[src/common/fbw_pkg.sv]
package fbw_pkg;

  // Pixel coordinates and colour
  typedef logic [8:0]  line_t;
  typedef logic [9:0]  col_t;
  typedef logic [31:0] color_t;

  // Bus address and the frame-buffer base in its top bits
  typedef logic [31:0] addr_t;
  typedef logic [10:0] fb_base_t;

  // Raster word as pushed by the rasterizer
  typedef struct packed {
    logic [6:0] pad_hi;
    line_t      line;
    logic [5:0] pad_lo;
    col_t       col;
    color_t     color;
  } raster_word_t;

  // All ones starts a flush of the region
  localparam raster_word_t FLUSH_MARKER = '1;
  localparam color_t       FLUSH_COLOR  = '0;

  // Single-word write command on the bus master side
  typedef struct packed {
    addr_t  addr;
    color_t data;
  } mst_cmd_t;

  // Writer controller states
  typedef enum logic [2:0] {
    IDLE,
    POP,
    DECODE,
    REQ,
    WAIT_CMPLT,
    FLUSH_NEXT
  } fbw_state_e;

endpackage
[src/fbw_top.sv]
module fbw_top #(
  parameter fbw_pkg::fb_base_t FB_BASE     = 11'b1001_0000_000,
  parameter int                FLUSH_LINES = 10,
  parameter int                FLUSH_COLS  = 20,
  parameter int                FIFO_DEPTH  = 8
) (
  input  logic                  PLB_clk,
  input  logic                  arst_n,
  input  logic                  push,
  input  fbw_pkg::raster_word_t push_data,
  output logic                  full,
  output logic                  mst_wr_req,
  output fbw_pkg::addr_t        mst_addr,
  output fbw_pkg::color_t       mst_wr_d,
  input  logic                  mst_cmd_ack,
  input  logic                  mst_cmplt,
  output logic                  idle
);

  fbw_pkg::raster_word_t rd_data;
  fbw_pkg::line_t        flush_line;
  fbw_pkg::col_t         flush_col;
  fbw_pkg::mst_cmd_t     cmd;

  logic empty;
  logic pop;
  logic load_pixel;
  logic load_flush;
  logic flush_start;
  logic step;
  logic flush_last;

  pixel_fifo #(
    .FIFO_DEPTH (FIFO_DEPTH)
  ) u_fifo (
    .PLB_clk   (PLB_clk),
    .arst_n    (arst_n),
    .push      (push),
    .push_data (push_data),
    .pop       (pop),
    .rd_data   (rd_data),
    .full      (full),
    .empty     (empty)
  );

  fbw_ctrl u_ctrl (
    .PLB_clk     (PLB_clk),
    .arst_n      (arst_n),
    .empty       (empty),
    .rd_data     (rd_data),
    .flush_last  (flush_last),
    .mst_cmd_ack (mst_cmd_ack),
    .mst_cmplt   (mst_cmplt),
    .pop         (pop),
    .load_pixel  (load_pixel),
    .load_flush  (load_flush),
    .flush_start (flush_start),
    .step        (step),
    .mst_wr_req  (mst_wr_req),
    .idle        (idle)
  );

  fbw_flush_counter #(
    .FLUSH_LINES (FLUSH_LINES),
    .FLUSH_COLS  (FLUSH_COLS)
  ) u_flush (
    .PLB_clk     (PLB_clk),
    .arst_n      (arst_n),
    .flush_start (flush_start),
    .step        (step),
    .line        (flush_line),
    .col         (flush_col),
    .last        (flush_last)
  );

  fbw_cmd_reg #(
    .FB_BASE (FB_BASE)
  ) u_cmd (
    .PLB_clk    (PLB_clk),
    .arst_n     (arst_n),
    .load_pixel (load_pixel),
    .load_flush (load_flush),
    .pixel      (rd_data),
    .flush_line (flush_line),
    .flush_col  (flush_col),
    .cmd        (cmd)
  );

  // Bus side of the command
  assign mst_addr = cmd.addr;
  assign mst_wr_d = cmd.data;

endmodule

[src/fb_writer/fbw_ctrl.sv]
module fbw_ctrl (
  input  logic                  PLB_clk,
  input  logic                  arst_n,
  input  logic                  empty,
  input  fbw_pkg::raster_word_t rd_data,
  input  logic                  flush_last,
  input  logic                  mst_cmd_ack,
  input  logic                  mst_cmplt,
  output logic                  pop,
  output logic                  load_pixel,
  output logic                  load_flush,
  output logic                  flush_start,
  output logic                  step,
  output logic                  mst_wr_req,
  output logic                  idle
);

  fbw_pkg::fbw_state_e state;
  fbw_pkg::fbw_state_e state_nxt;

  logic flushing;
  logic is_marker;

  assign is_marker = (rd_data == fbw_pkg::FLUSH_MARKER);

  ////////////////////////////////////////////////////
  // State register and flush flag
  ////////////////////////////////////////////////////

  always_ff @(posedge PLB_clk or negedge arst_n)
  begin
    if (!arst_n)
    begin
      state    <= fbw_pkg::IDLE;
      flushing <= 1'b0;
    end
    else
    begin
      state <= state_nxt;
      if (state == fbw_pkg::DECODE && is_marker)
        flushing <= 1'b1;
      else if (state == fbw_pkg::WAIT_CMPLT && mst_cmplt && flush_last)
        flushing <= 1'b0;
    end
  end

  always_comb
  begin
    state_nxt = state;
    case (state)
      fbw_pkg::IDLE:
        if (!empty)
          state_nxt = fbw_pkg::POP;
      fbw_pkg::POP:
        state_nxt = fbw_pkg::DECODE;
      fbw_pkg::DECODE:
        state_nxt = fbw_pkg::REQ;
      fbw_pkg::REQ:
        if (mst_cmd_ack)
          state_nxt = fbw_pkg::WAIT_CMPLT;
      fbw_pkg::WAIT_CMPLT:
        if (mst_cmplt)
          // Next flush position unless this was the last
          state_nxt = (flushing && !flush_last) ? fbw_pkg::FLUSH_NEXT : fbw_pkg::IDLE;
      fbw_pkg::FLUSH_NEXT:
        state_nxt = fbw_pkg::REQ;
      default:
        state_nxt = fbw_pkg::IDLE;
    endcase
  end

  ////////////////////////////////////////////////////
  // Outputs decoded from state
  ////////////////////////////////////////////////////

  assign pop         = (state == fbw_pkg::POP);
  assign load_pixel  = (state == fbw_pkg::DECODE) && !is_marker;
  assign flush_start = (state == fbw_pkg::DECODE) && is_marker;
  assign step        = (state == fbw_pkg::FLUSH_NEXT);
  assign load_flush  = flush_start || step;
  assign mst_wr_req  = (state == fbw_pkg::REQ);
  assign idle        = (state == fbw_pkg::IDLE) && empty;

  // Acknowledge only answers a pending write request
  a_ack_in_req: assert property (@(posedge PLB_clk) disable iff (!arst_n)
    mst_cmd_ack |-> mst_wr_req);

  // Completion only arrives while a write is outstanding
  a_cmplt_in_wait: assert property (@(posedge PLB_clk) disable iff (!arst_n)
    mst_cmplt |-> state == fbw_pkg::WAIT_CMPLT);

endmodule

[src/fb_writer/fbw_cmd_reg.sv]
module fbw_cmd_reg #(
  parameter fbw_pkg::fb_base_t FB_BASE = 11'b1001_0000_000
) (
  input  logic                  PLB_clk,
  input  logic                  arst_n,
  input  logic                  load_pixel,
  input  logic                  load_flush,
  input  fbw_pkg::raster_word_t pixel,
  input  fbw_pkg::line_t        flush_line,
  input  fbw_pkg::col_t         flush_col,
  output fbw_pkg::mst_cmd_t     cmd
);

  fbw_pkg::line_t  sel_line;
  fbw_pkg::col_t   sel_col;
  fbw_pkg::color_t sel_color;

  // Pixel fields or flush position
  always_comb
  begin
    if (load_pixel)
    begin
      sel_line  = pixel.line;
      sel_col   = pixel.col;
      sel_color = pixel.color;
    end
    else
    begin
      sel_line  = flush_line;
      sel_col   = flush_col;
      sel_color = fbw_pkg::FLUSH_COLOR;
    end
  end

  // Address is base, line, column, word aligned
  always_ff @(posedge PLB_clk or negedge arst_n)
  begin
    if (!arst_n)
      cmd <= '0;
    else if (load_pixel || load_flush)
    begin
      cmd.addr <= {FB_BASE, sel_line, sel_col, 2'b00};
      cmd.data <= sel_color;
    end
  end

endmodule

[src/fb_writer/fbw_flush_counter.sv]
module fbw_flush_counter #(
  parameter int FLUSH_LINES = 10,
  parameter int FLUSH_COLS  = 20
) (
  input  logic           PLB_clk,
  input  logic           arst_n,
  input  logic           flush_start,
  input  logic           step,
  output fbw_pkg::line_t line,
  output fbw_pkg::col_t  col,
  output logic           last
);

  localparam fbw_pkg::line_t LINE_MAX = fbw_pkg::line_t'(FLUSH_LINES - 1);
  localparam fbw_pkg::col_t  COL_MAX  = fbw_pkg::col_t'(FLUSH_COLS - 1);

  fbw_pkg::line_t cur_line;
  fbw_pkg::col_t  cur_col;
  fbw_pkg::line_t nxt_line;
  fbw_pkg::col_t  nxt_col;

  // Column runs down first, then the line
  always_comb
  begin
    nxt_line = cur_line;
    nxt_col  = cur_col;
    if (flush_start)
    begin
      nxt_line = LINE_MAX;
      nxt_col  = COL_MAX;
    end
    else if (step)
    begin
      if (cur_col == '0)
      begin
        nxt_col  = COL_MAX;
        nxt_line = cur_line - 1'b1;
      end
      else
        nxt_col = cur_col - 1'b1;
    end
  end

  always_ff @(posedge PLB_clk or negedge arst_n)
  begin
    if (!arst_n)
    begin
      cur_line <= '0;
      cur_col  <= '0;
    end
    else
    begin
      cur_line <= nxt_line;
      cur_col  <= nxt_col;
    end
  end

  // Position being loaded, so the command register moves with the counter
  assign line = nxt_line;
  assign col  = nxt_col;
  assign last = (cur_line == '0) && (cur_col == '0);

  a_no_step_last: assert property (@(posedge PLB_clk) disable iff (!arst_n)
    step |-> !last);

endmodule

[src/pixel_fifo.sv]
module pixel_fifo #(
  parameter int FIFO_DEPTH = 8
) (
  input  logic                  PLB_clk,
  input  logic                  arst_n,
  input  logic                  push,
  input  fbw_pkg::raster_word_t push_data,
  input  logic                  pop,
  output fbw_pkg::raster_word_t rd_data,
  output logic                  full,
  output logic                  empty
);

  localparam int AW = $clog2(FIFO_DEPTH);

  fbw_pkg::raster_word_t mem [FIFO_DEPTH];

  logic [AW-1:0] wr_ptr;
  logic [AW-1:0] rd_ptr;
  logic [AW:0]   count;
  logic          wr_en;
  logic          rd_en;

  assign full  = (count == FIFO_DEPTH);
  assign empty = (count == '0);
  assign wr_en = push && !full;
  assign rd_en = pop && !empty;

  // Pointers wrap by themselves, depth is a power of two
  always_ff @(posedge PLB_clk or negedge arst_n)
  begin
    if (!arst_n)
    begin
      wr_ptr <= '0;
      rd_ptr <= '0;
      count  <= '0;
    end
    else
    begin
      if (wr_en)
        wr_ptr <= wr_ptr + 1'b1;
      if (rd_en)
        rd_ptr <= rd_ptr + 1'b1;
      case ({wr_en, rd_en})
        2'b10:   count <= count + 1'b1;
        2'b01:   count <= count - 1'b1;
        default: count <= count;
      endcase
    end
  end

  always_ff @(posedge PLB_clk)
  begin
    if (wr_en)
      mem[wr_ptr] <= push_data;
  end

  // Registered read port, data follows the pop by one cycle
  always_ff @(posedge PLB_clk)
  begin
    if (rd_en)
      rd_data <= mem[rd_ptr];
  end

  a_no_push_full: assert property (@(posedge PLB_clk) disable iff (!arst_n)
    push |-> !full);

  a_no_pop_empty: assert property (@(posedge PLB_clk) disable iff (!arst_n)
    pop |-> !empty);

endmodule

[config.mk]
export PLATFORM = sky130hd
export DESIGN_NAME = fbw_top
export DESIGN_NICKNAME = d
export VERILOG_FILES = /design/src/common/fbw_pkg.sv /design/src/fbw_top.sv /design/src/fb_writer/fbw_ctrl.sv /design/src/fb_writer/fbw_cmd_reg.sv /design/src/fb_writer/fbw_flush_counter.sv /design/src/pixel_fifo.sv
export SDC_FILE = /design/constraint.sdc
export NUM_CORES = 1
export LEC_CHECK = 0
export BUFFER_PORTS_ARGS = -buffer_cell sky130_fd_sc_hd__buf_2
export CORE_MARGIN = 2
export CORE_UTILIZATION = 55
export CTS_CLUSTER_SIZE = 16
export DETAILED_ROUTE_END_ITERATION = 10
export PLACE_DENSITY = 0.82
export SYNTH_ARGS = -nofsm -noshare
export SYNTH_HDL_FRONTEND = slang
export SYNTH_SLANG_ARGS = --single-unit
[constraint.sdc]
create_clock -name PLB_clk -period 5.7 [get_ports PLB_clk]
set_input_delay 1.14 -clock PLB_clk [delete_from_list [all_inputs] [get_ports PLB_clk]]
set_output_delay 1.14 -clock PLB_clk [all_outputs]
set_load 0.03 [all_outputs]
* Word-level counts from Yosys, hierarchy flattened
Memory sizes are Yosys's and may differ from the RTL's. A register that Yosys moved wholly into a read port is not among the register bits.
Cells that the tools add are included.
** Operators by class
- Add/sub/neg operators :: 6
- Equal/unequal tests :: 12
- Multiplexer cells :: 19
- Reduce and logical (&&, ||, !) cells :: 23
** Operators by type and width (number)
- == test 64 bit, second input constant :: 1
- 2-to-1 mux 10 bit :: 4
- 2-to-1 mux 9 bit :: 4
- 2-to-1 mux 32 bit :: 1
- one-hot mux 3 bit (5 select lines) :: 1
- 2-to-1 mux 3 bit :: 4
- zero test 10 bit :: 1
- subtractor 10 x 1 -> 10 bit, second input constant :: 1
- logical AND 1 bit :: 9
- zero test 9 bit :: 1
- subtractor 9 x 1 -> 9 bit, second input constant :: 1
- one-hot mux 4 bit (2 select lines) :: 1
- adder 3 x 1 -> 3 bit, second input constant :: 2
- == test 3 x 2 -> 1 bit, second input constant :: 2
- == test 3 bit, second input constant :: 2
- adder 4 x 1 -> 4 bit, second input constant :: 1
- == test 4 bit, second input constant :: 1
- zero test 1 bit :: 4
- zero test 4 bit :: 1
- 2-to-1 mux 1 bit :: 4
- inequality test 2 bit, second input constant :: 2
- nonzero test 2 bit :: 2
- subtractor 4 x 1 -> 4 bit, second input constant :: 1
- == test 3 x 1 -> 1 bit, second input constant :: 1
- 7 further kinds :: 8
** Word-level totals
- Flip-flop bits (word level) :: 85
- RAM bits :: 512
- Output and inout port bits :: 67
- Memories kept :: 1
** Memory list
- u_fifo.mem :: words 8, width 64, rd ports 1, clocked after memory_dff 1, wr ports 1, RTL line pixel_fifo.sv:16 : fbw_pkg::raster_word_t mem [FIFO_DEPTH];

* Longest topological paths before layout
Gate-level depths: netlist of the first run.
- Word-level depth :: 7
- Depth in mapped cells :: 11

* Modules after synthesis
From an unflattened synthesis of the first run, not the netlist that was laid out.
** Unflattened totals
- Cells, all modules :: 1202
- Area total of the unflattened synthesis :: 25453.2 um2
** By module, submodules not included
- pixel_fifo :: times used 1, cells each 870, area an instance 21768.4 um2, seq. area each 17546.8 um2
- fbw_cmd_reg :: times used 1, cells each 169, area an instance 2145.8 um2, seq. area each 1301.2 um2
- fbw_flush_counter :: times used 1, cells each 108, area an instance 1111.1 um2, seq. area each 475.5 um2
- fbw_ctrl :: times used 1, cells each 55, area an instance 427.9 um2, seq. area each 100.1 um2

* Least setup slack after synthesis of the first run
Ideal clock, no wire load.
- Kind :: input port to flip-flop
- From :: input push
- To :: memory u_fifo.mem[0][0] in the netlist's numbering (enable)
- Data arrival time :: 5.800 ns
- Path slack :: -0.665 ns
- Stages :: 3
- Path through :: and2_1 > nand2b_1 > nor3_1
** On the way
- Longest elaborated chain between the ends :: 3
** RTL lines
- start, declared :: RTL line fbw_top.sv:9 : input logic push,
- logical AND 1 bit :: RTL line pixel_fifo.sv:26 : assign wr_en = push && !full;
- 2-to-1 mux 1 bit :: RTL line pixel_fifo.sv:54 : if (wr_en)
- 2-to-1 mux 1 bit (not written as such) :: RTL line pixel_fifo.sv:55 : mem[wr_ptr] <= push_data;
- end, declared :: RTL line pixel_fifo.sv:16
Every way passes these cells.

* Final worst setup path of the first run
- From :: register u_fifo.count[0]
- To :: output idle
** On the way
- Longest elaborated chain between the ends :: 2
** RTL lines
- start, declared :: RTL line pixel_fifo.sv:20 : logic [AW:0] count;
- start signal, assigned :: RTL line pixel_fifo.sv:45 : 2'b10: count <= count + 1'b1;
- start signal, assigned :: RTL line pixel_fifo.sv:46 : 2'b01: count <= count - 1'b1;
- start signal, assigned :: RTL line pixel_fifo.sv:47 : default: count <= count;
- zero test 4 bit :: RTL line pixel_fifo.sv:25 : assign empty = (count == '0);
- logical AND 1 bit :: RTL line fbw_ctrl.sv:82 : assign idle = (state == fbw_pkg::IDLE) && empty;
- end, declared :: RTL line fbw_top.sv:17 : output logic idle
Every way passes these cells.

==> run_results.csv, run 1 <==
group,metric,value,unit
global_routing,grt_max_degree,75,
global_routing,antenna_found_initial,7,
floorplan,die-area,47600,um2
critical_path,cp.required,4.56,ns
final_layout,final.fill_count,2949,
cts,cts_tree,"done",
logic_synthesis,ys_seq_area_share,77.0,%
job,cap_viol_max_count,0,
global_routing,track_usage,23.1,%
logic_synthesis,synthCells,1193,
cts,insertion_delay,0.63,ns
placement,globalplace.congestion,0.832,
logic_synthesis,ys_types,58,
logic_synthesis,synth_edf_count,576,
floorplan,initial_utilization,55.7,%
power_and_ir_drop,p_leak,9.75,nW
logic_synthesis,syn-cell-area,25200,um2
placement,dp_cells,1879,
cts,clock_path_buffers,3,
outcome,status,"complete, no violations",
timing,hold_violations,0,
cts,htree_levels,2,
final_layout,nets,1419,
timing,worstMarginPinSlew,1.13,ns
min_path,hp-class,"flip-flop to flip-flop",
critical_path,regToRegSetupSlack,2.46,ns
cts,cts.clk_slew.worst_paths,0.06,ns
final_layout,instances_no_fill,1998,
cts,cts_setup_buffers,0,
placement,io_buffers,124,
critical_path,crit_path_start_kind,"flip-flop",
detailed_routing,via_per_inst,6.17,
critical_path,crit_arrival,2.26,ns
logic_synthesis,synth-seq-cells,661,
placement,place_hpwl,31400,um
detailed_routing,post_drt_wl_per_cell,26.8,um
timing,fin_crit,3.40,ns
detailed_routing,routed_wl,53500,um
cts,post_cts_resized,0,
logic_synthesis,async_flop_share,12.9,%
global_routing,grt_pass1_wl,80800,um
cts,root_buffer,"clkbuf_16",
cts,numClockSinks,661,
timing,drv_slew,0,
power_and_ir_drop,peakVddDrop,0.353,mV
timing,setup_viol,0,
final_layout,layout-drive-gt1-share,32.7,%
timing,grt_setup_unrepaired,"false",
floorplan,die_w,218,um
global_routing,grt_overflow_total,0,
critical_path,worstSetupPathType,"flip-flop to primary output",
critical_path,path_max_fanout,5,
power_and_ir_drop,power,15.4,mW
logic_synthesis,synth_warnings,0,
power_and_ir_drop,power_density,539,nW/um2
detailed_routing,drc_errors,0,
detailed_routing,drtIter0Drc,1419,
detailed_routing,ant_nets,0,
final_layout,syn_to_final_growth,13.5,%
timing,max_freq,294,MHz
timing,finalCritPeriodShare,59.6,%
timing,max_slew_margin,24.7,%
cts,cts_buffers,61,
detailed_routing,vias,12300,
global_routing,grt_pass1_vias,12800,
detailed_routing,drt_pass1_iterations,5,
floorplan,dieHeight,218,um
floorplan,ios,136,
logic_synthesis,synth_flop_cell,"edfxtp_1",
floorplan,core_area,45300,um2
timing,setup_tns,0,ns
final_layout,utilization,63.2,%
cts,ctsHoldBuffers,0,
critical_path,critPathCaptureType,"primary output",
timing,fin_skew,0.0202,ns
timing,fin_hold_ws,0.481,ns
logic_synthesis,syn_avg_cell_area,21.1,um2
floorplan,placement_rows,78,
## metrics by stage
step / setup WS, ns / cell area [um2]
6_report: 2.30 / 28600
5_1_grt: 2.17 / 28600
4_1_cts: 2.28 / 28600
3_5_place_dp: 2.19 / 26600
3_3_place_gp: 2.25 / 26600
2_1_floorplan: 1.05 / 25300
## sequential cells by signal, summed over array words and instances, names as in the netlist
name	cells
u_cmd.cmd	52
u_ctrl.flushing	1
u_ctrl.state	3
u_fifo.count	4
u_fifo.mem	512
u_fifo.rd_data	64
u_fifo.rd_ptr	3
u_fifo.wr_ptr	3
u_flush.cur_col	10
u_flush.cur_line	9
## logic make-up after synthesis
logic type,Yosys count,share of synthesized area [%]
other,1,0.0149
flip-flops,661,77.0
XOR/XNOR,21,0.729
AO/OA/AOI/OAI,96,2.83
buffers and inverters,84,1.61
adder cells (fa/ha/maj),8,0.426
AND/OR/NAND/NOR,124,2.87
multiplexers,198,14.5
## critical path: stages, from the launching register on
cell     delay [ns]
dfrtp_1        0.43
nor4_1         0.75
and3b_1        0.27
buf_2          0.20
## worst paths after layout
kind	from	endpoint	depth (start not counted)
min in group asynchronous	arst_n	u_fifo.count[2]$_DFFE_PN0P_	1
setup reg to reg	u_fifo.rd_data[2]$_DFFE_PP_	u_cmd.cmd[41]$_DFFE_PN0P_	5
hold reg to reg	u_ctrl.flushing$_DFFE_PN0P_	u_ctrl.flushing$_DFFE_PN0P_	1
max in group asynchronous	arst_n	u_cmd.cmd[16]$_DFFE_PN0P_	2
setup / recovery	u_fifo.count[0]$_DFFE_PN0P_	idle	3
hold / removal	u_ctrl.flushing$_DFFE_PN0P_	u_ctrl.flushing$_DFFE_PN0P_	1
## cell type report
cell class                      instances  area, um2  share of cell area [%]
Sequential cell                       661      19400                    67.8
Multi-Input combinational cell        458       5530                    19.3
Clock buffer                           75       1600                    5.59
Timing Repair Buffer                  147        821                    2.87
Tap cell                              600        751                    2.62
Clock inverter                         39        447                    1.56
Inverter                               13       48.8                   0.170
Antenna cell                            5       12.5                  0.0437
## synth_stat cells (4+ instances only)
library cell	count	area (um2)
nand2b_1	4	25.0
nor4_1	9	56.3
buf_4	14	105
a21o_1	8	60.1
buf_2	25	125
o21ai_0	13	65.1
a32oi_1	5	43.8
clkbuf_1	25	93.8
dfrtp_1	85	2130
a21oi_1	17	85.1
inv_1	13	48.8
nor3_1	9	45.0
mux2_2	65	732
a22o_1	32	280
buf_1	6	22.5
xnor2_1	14	123
nand4_1	20	125
mux4_2	128	2880
or3_1	5	31.3
xor2_1	7	61.3
nor2_1	33	124
o31ai_1	4	30.0
ha_1	7	87.6
nor4_2	4	50.1
o21ai_1	4	20.0
mux2i_1	4	40.0
nand2_1	18	67.6
edfxtp_1	576	17300
## power by group
group          internal, mW  switching (mW)
Sequential             6.44           0.631
Clock                  2.40            1.73
Combinational          1.85            2.38
## per-layer routing
layer | vias up | track usage (%) | share of wire [%]
li1 | 5181 | - | -
met1 | 6508 | 31.0 | 39
met2 | 549 | 38.1 | 51
met3 | 85 | 4.58 | 7.6
met4 | 4 | 8.19 | 2.5
met5 | - | 0 | 0.049
## cells in the final DEF, fill, tap and decap left out, types with 8 or more instances in the layout
master / instances
a21o_1: 8
a21oi_1: 17
a22o_1: 32
buf_2: 123
buf_4: 22
bufinv_16: 9
clkbuf_1: 13
clkbuf_16: 62
clkinv_1: 14
clkinv_2: 9
conb_1: 11
dfrtp_1: 82
edfxtp_1: 576
inv_1: 13
mux2_2: 65
mux4_2: 128
nand2_1: 18
nand4_1: 20
nor2_1: 26
nor4_1: 9
o21ai_0: 13
xnor2_1: 14
No activity file was read; power rests on OpenSTA's default activity.
==> run 2, diff against run 1 <==
==> constraint.sdc (replaced) <==
create_clock -name PLB_clk -period 3.05 [get_ports PLB_clk]
set_input_delay 0.61 -clock PLB_clk [delete_from_list [all_inputs] [get_ports PLB_clk]]
set_output_delay 0.61 -clock PLB_clk [all_outputs]
set_load 0.03 [all_outputs]
==> run_results.csv, run 2 (same netlist as run 1, synthesis figures left out) <==
group,metric,value,unit
floorplan,placement_rows,78,
timing,setup_viol,0,
global_routing,met1_usage,31.6,%
detailed_routing,routed_wl,56200,um
timing,hold_violations,0,
global_routing,grt_max_degree,68,
global_routing,grtUsageMet2,40.1,%
cts,post_cts_resized,0,
timing,max_freq,358,MHz
detailed_routing,ant_nets,0,
detailed_routing,drt_pass1_iterations,5,
timing,worstMarginPinSlew,1.02,ns
timing,fin_hold_ws,0.248,ns
outcome,status,"complete, no violations",
final_layout,reg.largest.list,"u_fifo.mem: 512 flops, u_fifo.rd_data: 64 flops, u_cmd.cmd: 52 flops",
cts,insertion_delay,0.61,ns
min_path,hp-class,"input port to flip-flop",
power_and_ir_drop,p_leak,9.76,nW
cts,root_buffer,"clkbuf_16",
cts,cts_tree,"done",
timing,fin_crit,2.79,ns
critical_path,worstSetupPathType,"flip-flop to primary output",
timing,drv_slew,0,
floorplan,dieHeight,218,um
timing,fin_skew,0.0136,ns
critical_path,cpPeakStageDelay,0.63,ns
final_layout,regMostFlops,"u_fifo.mem",
placement,globalplace.congestion,0.805,
final_layout,layout-drive-gt1-share,32.5,%
final_layout,final_cell_mix,"edfxtp_1 (576), mux4_2 (128), buf_2 (123)",
global_routing,antenna_found_initial,16,
detailed_routing,vias,12600,
cts,cts.clk_slew.worst_paths,0.07,ns
job,cap_viol_max_count,0,
timing,finalCritPeriodShare,91.6,%
critical_path,crit_arrival,2.18,ns
detailed_routing,drtIter0Drc,1467,
placement,io_buffers,124,
power_and_ir_drop,power,28.6,mW
global_routing,grt_overflow_total,0,
cts,cts_buffers,59,
final_layout,final_common_cell,"edfxtp_1",
final_layout,nets,1427,
critical_path,crit_path_start_kind,"flip-flop",
critical_path,cp.required,2.44,ns
floorplan,die_w,218,um
detailed_routing,post_drt_wl_per_cell,28.0,um
floorplan,die-area,47600,um2
detailed_routing,drc_errors,0,
global_routing,use_met3,4.50,%
final_layout,largest_register_ffs,512,
global_routing,track_usage,24.0,%
timing,grt_setup_unrepaired,"false",
cts,htree_levels,2,
critical_path,path_max_fanout,5,
global_routing,grt_pass1_wl,83100,um
critical_path,slowest_stage,"nor4_1",
critical_path,cp_cell_sequence,"nor4_1 -> and3b_1 -> buf_2",
placement,place_hpwl,30500,um
floorplan,initial_utilization,55.7,%
floorplan,ios,136,
power_and_ir_drop,power_density,993,nW/um2
cts,clock_path_buffers,3,
floorplan,core_area,45300,um2
global_routing,busiest_layer,"met2",
final_layout,final.fill_count,2864,
global_routing,grt_pass1_vias,13000,
timing,max_slew_margin,31.7,%
final_layout,syn_to_final_growth,13.9,%
cts,numClockSinks,661,
detailed_routing,via_per_inst,6.28,
power_and_ir_drop,peakVddDrop,0.527,mV
critical_path,critPathCaptureType,"primary output",
==> run 2: changes by cell type in the layout (fill, tap and decap cells not counted), sizes merged <==
| cell | before | now |
|---|---|---|
| inv | 16 | 14 |
| clkinv | 24 | 27 |
| clkinvlp | 3 | 1 |
| dlygate4sd3 | 0 | 1 |
| diode | 5 | 10 |
| bufinv | 9 | 3 |
| buf | 147 | 156 |
| clkbuf | 75 | 77 |
==> run 2: timing repair <==
action	CTS	global route
buffers inserted	0	0
hold buffers	1	0
endpoints found under the hold margin	2	0
==> run 2: cell type report <==
type / instances / area, um2 / area share (%)
Timing Repair Buffer: 157 / 1140 / 3.95
Clock buffer: 77 / 1600 / 5.55
Sequential cell: 661 / 19400 / 67.6
Clock inverter: 32 / 224 / 0.779
Tap cell: 600 / 751 / 2.61
Inverter: 13 / 48.8 / 0.170
Multi-Input combinational cell: 458 / 5530 / 19.2
Antenna cell: 10 / 25.0 / 0.0871
==> run 2: critical path: cells and delay by family, from the launching register on <==
| kind | cells | cell delay [ns] |
|---|---|---|
| flops | 1 | 0.43 |
| simple gates | 2 | 0.94 |
| buf+inv | 1 | 0.21 |
==> run 2: report_power, final <==
| part | leakage [nW] | internal [mW] | switching (mW) |
|---|---|---|---|
| Clock | 0.890 | 3.92 | 3.14 |
| Combinational | 2.59 | 3.68 | 4.61 |
| Sequential | 6.28 | 12.0 | 1.17 |
==> run 2: routing by layer <==
layer / vias up / part of all wire [%] / routed length [um]
met5: - / 0.17 / 97
met1: 6631 / 39 / 21700
li1: 5214 / - / -
met2: 617 / 51 / 28500
met4: 16 / 3.4 / 1890
met3: 134 / 7.1 / 3980
==> run 2: worst paths after layout <==
check / cells past startpoint / slack (ns) / startpoint / endpoint
worst max-delay path: 3 / 0.26 / u_fifo.count[0]$_DFFE_PN0P_ / idle
worst min-delay path: 2 / 0.25 / mst_cmd_ack / u_ctrl.state[2]$_DFFE_PN0P_
worst max register to register: 5 / 0.42 / u_fifo.rd_data[48]$_DFFE_PP_ / u_cmd.cmd[41]$_DFFE_PN0P_
worst min register to register: 1 / 0.49 / u_cmd.cmd[60]$_DFFE_PN0P_ / u_cmd.cmd[60]$_DFFE_PN0P_
max in group asynchronous: 3 / 1.83 / arst_n / u_cmd.cmd[30]$_DFFE_PN0P_
min in group asynchronous: 2 / 0.55 / arst_n / u_fifo.count[3]$_DFFE_PN0P_
==> run 2: stage by stage <==
stage               cell area (um2)  instances  setup TNS (ns)  setup slack, ns  util (%)
floorplan                     25400       1203          -22.86            -1.17         -
global placement              26900       1888               0            0.548      59.4
detailed placement            26900       1888               0            0.478      59.4
CTS                           28700       1998               0            0.211      63.4
global route                  28700       2003               0            0.153      63.5
finish                        28700       2008               0            0.257      63.5
